--- config.mk ---
export PLATFORM = sky130hd
export DESIGN_NAME = core_frontend
export DESIGN_NICKNAME = d
export VERILOG_FILES = /design/src/source/fetch_pkg.sv /design/src/source/uop_pkg.sv /design/src/source/core_frontend.sv /design/src/source/inst_decode.sv /design/src/source/fetch_buffer.sv /design/src/source/inst_fetch.sv
export SDC_FILE = /design/constraint.sdc
export NUM_CORES = 1
export LEC_CHECK = 0
export BUFFER_PORTS_ARGS = -buffer_cell sky130_fd_sc_hd__buf_4
export CORE_UTILIZATION = 57
export DETAILED_ROUTE_END_ITERATION = 6
export PLACE_DENSITY = 0.79
export SLEW_MARGIN = 20
export SYNTH_ARGS = -nofsm -noshare
export SYNTH_HDL_FRONTEND = slang
export SYNTH_SLANG_ARGS = --single-unit
--- constraint.sdc ---
create_clock -name clock -period 7.5 [get_ports clock]
set_clock_uncertainty 0.1 [all_clocks]
set_input_delay 1.5 -clock clock [delete_from_list [all_inputs] [get_ports clock]]
set_output_delay 1.5 -clock clock [all_outputs]
set_load 0.05 [all_outputs]
--- src/source/fetch_pkg.sv ---
// ----------------------------------------------------------
// fetch package
// line geometry, byte addresses and fetch-entry types
// ----------------------------------------------------------

package fetch_pkg;

  // instructions per cache line
  localparam int fetch_width = 4;

  localparam int inst_width = 32;

  // one full icache line
  localparam int line_width = fetch_width * inst_width;

  typedef logic [31:0] addr_t;

  // one instruction tagged with its pc
  typedef struct packed {
    addr_t                 pc;
    logic [inst_width-1:0] inst;
  } fetch_entry_t;

  // slot 0 holds the lowest address
  typedef fetch_entry_t [fetch_width-1:0] fetch_group_t;

endpackage
--- src/source/uop_pkg.sv ---
// ----------------------------------------------------------
// micro-op package
// register indices, opcodes, classes and the micro-op format
// ----------------------------------------------------------

package uop_pkg;

  typedef logic [4:0] arf_index_t;

  typedef logic [6:0] opcode_t;

  typedef enum logic [1:0] {
    UOP_INT     = 2'd0,
    UOP_MEM     = 2'd1,
    UOP_ILLEGAL = 2'd2
  } uop_class_t;

  // base integer opcodes
  localparam opcode_t OPC_LOAD   = 7'b0000011;
  localparam opcode_t OPC_STORE  = 7'b0100011;
  localparam opcode_t OPC_OP     = 7'b0110011;
  localparam opcode_t OPC_OP_IMM = 7'b0010011;
  localparam opcode_t OPC_LUI    = 7'b0110111;
  localparam opcode_t OPC_AUIPC  = 7'b0010111;

  // control transfer
  localparam opcode_t OPC_BRANCH = 7'b1100011;
  localparam opcode_t OPC_JAL    = 7'b1101111;
  localparam opcode_t OPC_JALR   = 7'b1100111;

  // 50 bits in all
  typedef struct packed {
    fetch_pkg::addr_t pc;
    uop_class_t       uop_class;
    arf_index_t       rd;
    arf_index_t       rs1;
    arf_index_t       rs2;
    logic             rd_valid;
  } micro_op_t;

  // one decoded fetch group, same slot order as the line
  typedef micro_op_t [fetch_pkg::fetch_width-1:0] uop_group_t;

endpackage

--- src/source/core_frontend.sv ---
// ----------------------------------------------------------
// core front end
// fetch, fetch buffer and decode from the icache port to
// the micro-op output
// ----------------------------------------------------------

module core_frontend #(
  parameter fetch_pkg::addr_t reset_pc = 32'h8000_0000,
  parameter int               fb_depth = 4
) (
  input  logic                              clock,
  input  logic                              reset,
  input  logic [fetch_pkg::line_width-1:0]  icache2core_data,
  input  logic                              icache2core_data_valid,
  output fetch_pkg::addr_t                  core2icache_addr,
  input  logic                              backend_stall,
  output uop_pkg::uop_group_t               uops,
  output logic [fetch_pkg::fetch_width-1:0] uops_valid
);

  import fetch_pkg::*;

  fetch_group_t group;
  logic         group_valid;
  fetch_group_t head;
  logic         head_valid;
  logic         pop;
  logic         full;

  inst_fetch #(
    .reset_pc (reset_pc)
  ) i_fetch (
    .clock                  (clock),
    .reset                  (reset),
    .icache2core_data       (icache2core_data),
    .icache2core_data_valid (icache2core_data_valid),
    .full                   (full),
    .core2icache_addr       (core2icache_addr),
    .group                  (group),
    .group_valid            (group_valid)
  );

  fetch_buffer #(
    .fb_depth (fb_depth)
  ) i_buffer (
    .clock       (clock),
    .reset       (reset),
    .group       (group),
    .group_valid (group_valid),
    .pop         (pop),
    .head        (head),
    .head_valid  (head_valid),
    .full        (full)
  );

  inst_decode i_decode (
    .clock         (clock),
    .reset         (reset),
    .head          (head),
    .head_valid    (head_valid),
    .backend_stall (backend_stall),
    .pop           (pop),
    .uops          (uops),
    .uops_valid    (uops_valid)
  );

endmodule

--- src/source/inst_decode.sv ---
// ----------------------------------------------------------
// instruction decode
// turns the buffer head into four registered micro-ops,
// held in place while the back end stalls
// ----------------------------------------------------------

module inst_decode (
  input  logic                                clock,
  input  logic                                reset,
  input  fetch_pkg::fetch_group_t             head,
  input  logic                                head_valid,
  input  logic                                backend_stall,
  output logic                                pop,
  output uop_pkg::uop_group_t                 uops,
  output logic [fetch_pkg::fetch_width-1:0]   uops_valid
);

  import fetch_pkg::*;
  import uop_pkg::*;

  uop_group_t next_uops;

  function automatic micro_op_t decode_one(input fetch_entry_t entry);
    micro_op_t uop;
    opcode_t   opcode;
    opcode  = entry.inst[6:0];
    uop.pc  = entry.pc;
    uop.rd  = entry.inst[11:7];
    uop.rs1 = entry.inst[19:15];
    uop.rs2 = entry.inst[24:20];
    case (opcode)
      OPC_LOAD, OPC_STORE: begin
        uop.uop_class = UOP_MEM;
      end
      OPC_OP, OPC_OP_IMM, OPC_LUI, OPC_AUIPC,
      OPC_BRANCH, OPC_JAL, OPC_JALR: begin
        uop.uop_class = UOP_INT;
      end
      default: begin
        uop.uop_class = UOP_ILLEGAL;
      end
    endcase
    // stores and branches have no destination
    uop.rd_valid = (uop.rd != '0) && (uop.uop_class != UOP_ILLEGAL) &&
                   (opcode != OPC_STORE) && (opcode != OPC_BRANCH);
    return uop;
  endfunction

  always_comb begin
    for (int i = 0; i < fetch_width; i++) begin
      next_uops[i] = decode_one(head[i]);
    end
  end

  // head leaves only when the output register loads
  assign pop = head_valid && !backend_stall;

  always_ff @(posedge clock) begin
    if (reset) begin
      uops_valid <= '0;
    end else if (!backend_stall) begin
      uops_valid <= {fetch_width{head_valid}};
    end
  end

  always_ff @(posedge clock) begin
    if (!backend_stall) begin
      uops <= next_uops;
    end
  end

endmodule

--- src/source/fetch_buffer.sv ---
// ----------------------------------------------------------
// fetch buffer
// circular FIFO of fetch groups, head shown combinationally,
// full raised one slot early for the group in flight
// ----------------------------------------------------------

module fetch_buffer #(
  parameter int fb_depth = 4
) (
  input  logic                    clock,
  input  logic                    reset,
  input  fetch_pkg::fetch_group_t group,
  input  logic                    group_valid,
  input  logic                    pop,
  output fetch_pkg::fetch_group_t head,
  output logic                    head_valid,
  output logic                    full
);

  import fetch_pkg::*;

  localparam int ptr_w   = $clog2(fb_depth);
  localparam int count_w = $clog2(fb_depth + 1);

  typedef logic [ptr_w-1:0] ptr_t;

  fetch_group_t       mem [fb_depth];
  ptr_t               wr_ptr;
  ptr_t               rd_ptr;
  logic [count_w-1:0] count;
  logic               do_push;
  logic               do_pop;

  // depth need not be a power of two
  function automatic ptr_t next_ptr(input ptr_t ptr);
    return (ptr == ptr_t'(fb_depth - 1)) ? '0 : ptr + 1'b1;
  endfunction

  assign do_push = group_valid && (count != count_w'(fb_depth));
  assign do_pop  = pop && head_valid;

  assign head       = mem[rd_ptr];
  assign head_valid = (count != '0);

  // fewer than two free slots
  assign full = (count >= count_w'(fb_depth - 1));

  always_ff @(posedge clock) begin
    if (do_push) begin
      mem[wr_ptr] <= group;
    end
  end

  always_ff @(posedge clock) begin
    if (reset) begin
      wr_ptr <= '0;
      rd_ptr <= '0;
      count  <= '0;
    end else begin
      if (do_push) begin
        wr_ptr <= next_ptr(wr_ptr);
      end
      if (do_pop) begin
        rd_ptr <= next_ptr(rd_ptr);
      end
      if (do_push && !do_pop) begin
        count <= count + 1'b1;
      end else if (do_pop && !do_push) begin
        count <= count - 1'b1;
      end
    end
  end

endmodule

--- src/source/inst_fetch.sv ---
// ----------------------------------------------------------
// instruction fetch
// holds the pc, addresses the icache and captures each
// accepted line as one group of pc-tagged instructions
// ----------------------------------------------------------

module inst_fetch #(
  parameter fetch_pkg::addr_t reset_pc = 32'h8000_0000
) (
  input  logic                             clock,
  input  logic                             reset,
  input  logic [fetch_pkg::line_width-1:0] icache2core_data,
  input  logic                             icache2core_data_valid,
  input  logic                             full,
  output fetch_pkg::addr_t                 core2icache_addr,
  output fetch_pkg::fetch_group_t          group,
  output logic                             group_valid
);

  import fetch_pkg::*;

  localparam addr_t line_bytes = addr_t'(line_width / 8);
  localparam int    inst_bytes = inst_width / 8;

  addr_t pc;
  logic  accept;

  // valid is ignored while the buffer is near full
  assign accept = icache2core_data_valid && !full;

  assign core2icache_addr = pc;

  always_ff @(posedge clock) begin
    if (reset) begin
      pc <= reset_pc;
    end else if (accept) begin
      pc <= pc + line_bytes;
    end
  end

  always_ff @(posedge clock) begin
    if (reset) begin
      group_valid <= 1'b0;
    end else begin
      group_valid <= accept;
    end
  end

  // split the line, slot i sits at pc + 4*i
  always_ff @(posedge clock) begin
    if (accept) begin
      for (int i = 0; i < fetch_width; i++) begin
        group[i].pc   <= pc + addr_t'(i * inst_bytes);
        group[i].inst <= icache2core_data[i*inst_width +: inst_width];
      end
    end
  end

endmodule

==> impl_results.md <==
- Commonest cells after routing, fill and taps aside: edfxtp_1, buf_4, mux4_2
- Total negative setup slack: 0 ns
- Total number of vias: 11,800
- Worst slew pin tran: 1.10 ns
- Post-synthesis register bit count: 719
- Slew headroom: 0.267
- Crit path largest cell delay: 0.95 ns
- Area growth syn-to-layout: 17.2%
- DR pass1 iterations: 5
- Worst-path clk slew: 0.06 ns
- Leak Pwr: 10.4 nW
- RSZ-0062 raised after global routing: false
- Fin Hold WS: 0.394 ns
- Setup CP Type: register to register
- Critical path endpoint category: register
- Gr usage total: 0.206
- Placed Area: 28,300 um2
- Nets@finish: 1,613
- Clock tree sinks: 719
- DRT antenna net count: 0
- Max Cap Viol: 0
- Core area: 45,300 um2
- Vias in the first global route: 12,300
- Final non-filler cell total: 2,127
- Pwr dens: 356 nW/um2
- CP top delay family: buffers and inverters
- Clock Path Buffers: 3
- Post-layout util: 0.675
- Placer Congestion: 0.737
- Crit Path Max Fanout: 65
- Die Width: 216 um
- Initial antenna violation count: 0
- Hold bufs inserted after CTS: 0
- Worst Path Buf+Inv: 1
- Status: complete, no violations
- Worst min path class: register to register
- Max-slew violations: 0
- Main flop type after synthesis: edfxtp_1
- Clk_lat worst skew: 0.61 ns
- Vias/cell: 5.56
- Total number of yosys warnings: 0
- HPWL after detailed placement: 26,600 um
- Unique cell type count in the Yosys netlist: 49
- Remaining global-route overflow: 0
- R2R setup slack: 4.17 ns
- Critical Path Source Type: register
- Port Buffers: 307
- I/O pin total: 368
- # resized after CTS: 0
- Synth Cell Area: 26,100 um2
- Final Cycle Share: 0.444
- Commonest non-fill, non-tap cell in the layout: edfxtp_1
- Register area share after synthesis: 0.812
- CP Cell Sequence: nor2_1 -> a21boi_1 -> and2_4 -> buf_4
- Max rail drop VDD: 0.291 mV
- Share of cells above drive strength 1: 0.344
- Number of synthesized flops with an enable pin: 680
- Fmax: 300 MHz
- Post-route DRC: 0
- Htree depth: 3
- Final setup viols: 0
- First-pass GRT wire length: 70,800 um
- Initial Util: 0.576
- Row count: 78
- Final Critical Period: 3.33 ns
- Clock buffer count from CTS: 70
- Pin count of the biggest net entering global routing: 67
- Ys async rst share: 0
- Antenna fix cells: 0
- Routed length per placed instance: 22.2 um
- Setup Buffers After CTS: 0
- CP arrival: 3.45 ns
- Cell area after layout: 30,600 um2
- DRT Wirelength: 47,200 um
- Die ar.: 46,600 um2
- TritonCTS clock tree: yes
- Hold Vio Cnt, Final: 0
- Detailed Route Iter0 Violations: 883
- Root Driver: clkbuf_16
- Filler cells: 2,818
- Synth Instances: 1,206
- Post-Syn Area per Cell: 21.6 um2
- Die H: 216 um
- Placed insts: 2,000
- Critical Path RT: 7.62 ns
- CP max stage cell: buf_4
[area by class of cell]
class / count / area [um2] / area share
clock inverters: 36 / 315 / 0.0103
flip-flops and latches: 719 / 21200 / 0.694
multi-input cells: 353 / 3930 / 0.128
well taps: 600 / 751 / 0.0246
repair buffers: 319 / 2430 / 0.0794
clock buffers: 90 / 1910 / 0.0625
inverters: 10 / 40.0 / 0.00131
[path summary, 6_finish.rpt]
kind,start,endpoint,cells past startpoint
max,i_buffer.count[0],i_buffer.mem[1][244],4
min,i_fetch.group[23],i_buffer.mem[1][23],0
max reg2reg,i_buffer.count[0],i_buffer.mem[1][244],4
min reg2reg,i_fetch.group[23],i_buffer.mem[1][23],0
[per-layer routing]
metal	vias up	wire length, um	GRT usage
met3	64	2600	0.0375
met2	418	24700	0.355
met5	-	0	0
met4	0	1100	0.0817
li1	5241	-	-
met1	6095	18800	0.261
[kinds of logic (layout without fill, tap and decap cells)]
family | Yosys count | in the layout | share of synthesized area
flip-flops | 719 | 719 | 0.812
AO/OA/AOI/OAI | 44 | 44 | 0.0109
AND/OR/NAND/NOR | 148 | 148 | 0.0282
multiplexers | 114 | 114 | 0.0974
XOR/XNOR | 19 | 19 | 0.00638
buffers and inverters | 152 | 455 | 0.0401
adder cells (fa/ha/maj) | 8 | 8 | 0.00412
other | 2 | 20 | 0.000288
[worst register-to-register path: cells and delay by family, from the launching register on]
kind / cells / cell delay [ns]
buffers and inverters: 1 / 0.98
and+or+nand+nor: 2 / 0.88
AOI/OAI and AO/OA: 1 / 0.50
DFF: 1 / 0.43
[per-stage QoR]
step	power [mW]	setup slack (ns)
global route	11.3	3.96
finish	10.9	4.17
CTS	11.0	4.10
detailed placement	7.62	3.75
floorplan	7.11	1.64
global placement	7.54	3.87
[state kept, by name, indices dropped and copies added (netlist names), named ones only]
signal and count:
i_buffer.mem 464, i_fetch.group 116, i_decode.uops 100, i_fetch.core2icache_addr 28
i_buffer.count 3, i_buffer.rd_ptr 2, i_buffer.wr_ptr 2, i_decode.uops_valid 1
i_fetch.group_valid 1
[synth_stat cells, types with 2 or more instances]
| cell type | number | share of area |
|---|---|---|
| edfxtp_1 | 680 | 0.78 |
| buf_4 | 114 | 0.033 |
| mux4_2 | 99 | 0.085 |
| nor2_1 | 42 | 0.0060 |
| dfxtp_1 | 39 | 0.030 |
| nand2_1 | 25 | 0.0036 |
| xnor2_1 | 15 | 0.0050 |
| a21oi_1 | 13 | 0.0025 |
| nand3_1 | 13 | 0.0025 |
| nor4_1 | 13 | 0.0031 |
| o21ai_0 | 13 | 0.0025 |
| clkbuf_1 | 12 | 0.0017 |
| nor3_1 | 12 | 0.0023 |
| inv_1 | 10 | 0.0014 |
| mux4_1 | 10 | 0.010 |
| buf_2 | 8 | 0.0015 |
| nand2b_1 | 8 | 0.0019 |
| nor2b_1 | 8 | 0.0019 |
| ha_1 | 7 | 0.0034 |
| and2_1 | 6 | 0.0014 |
| or3_1 | 6 | 0.0014 |
| mux2i_1 | 5 | 0.0019 |
| nand4_1 | 5 | 0.0012 |
| a31o_2 | 4 | 0.0013 |
| buf_1 | 4 | 0.00058 |
| xor2_1 | 4 | 0.0013 |
| buf_6 | 3 | 0.0013 |
| o211ai_1 | 3 | 0.00086 |
| a221oi_1 | 2 | 0.00067 |
| and3_1 | 2 | 0.00048 |
| and4_1 | 2 | 0.00067 |
| conb_1 | 2 | 0.00029 |
[where the power goes]
part           switching [mW]  internal, mW  total [mW]
clock network            1.41          1.98        3.38
registers               0.254          5.08        5.34
logic                    1.46         0.725        2.18
Note: power is estimated with default switching activity, not from simulation.
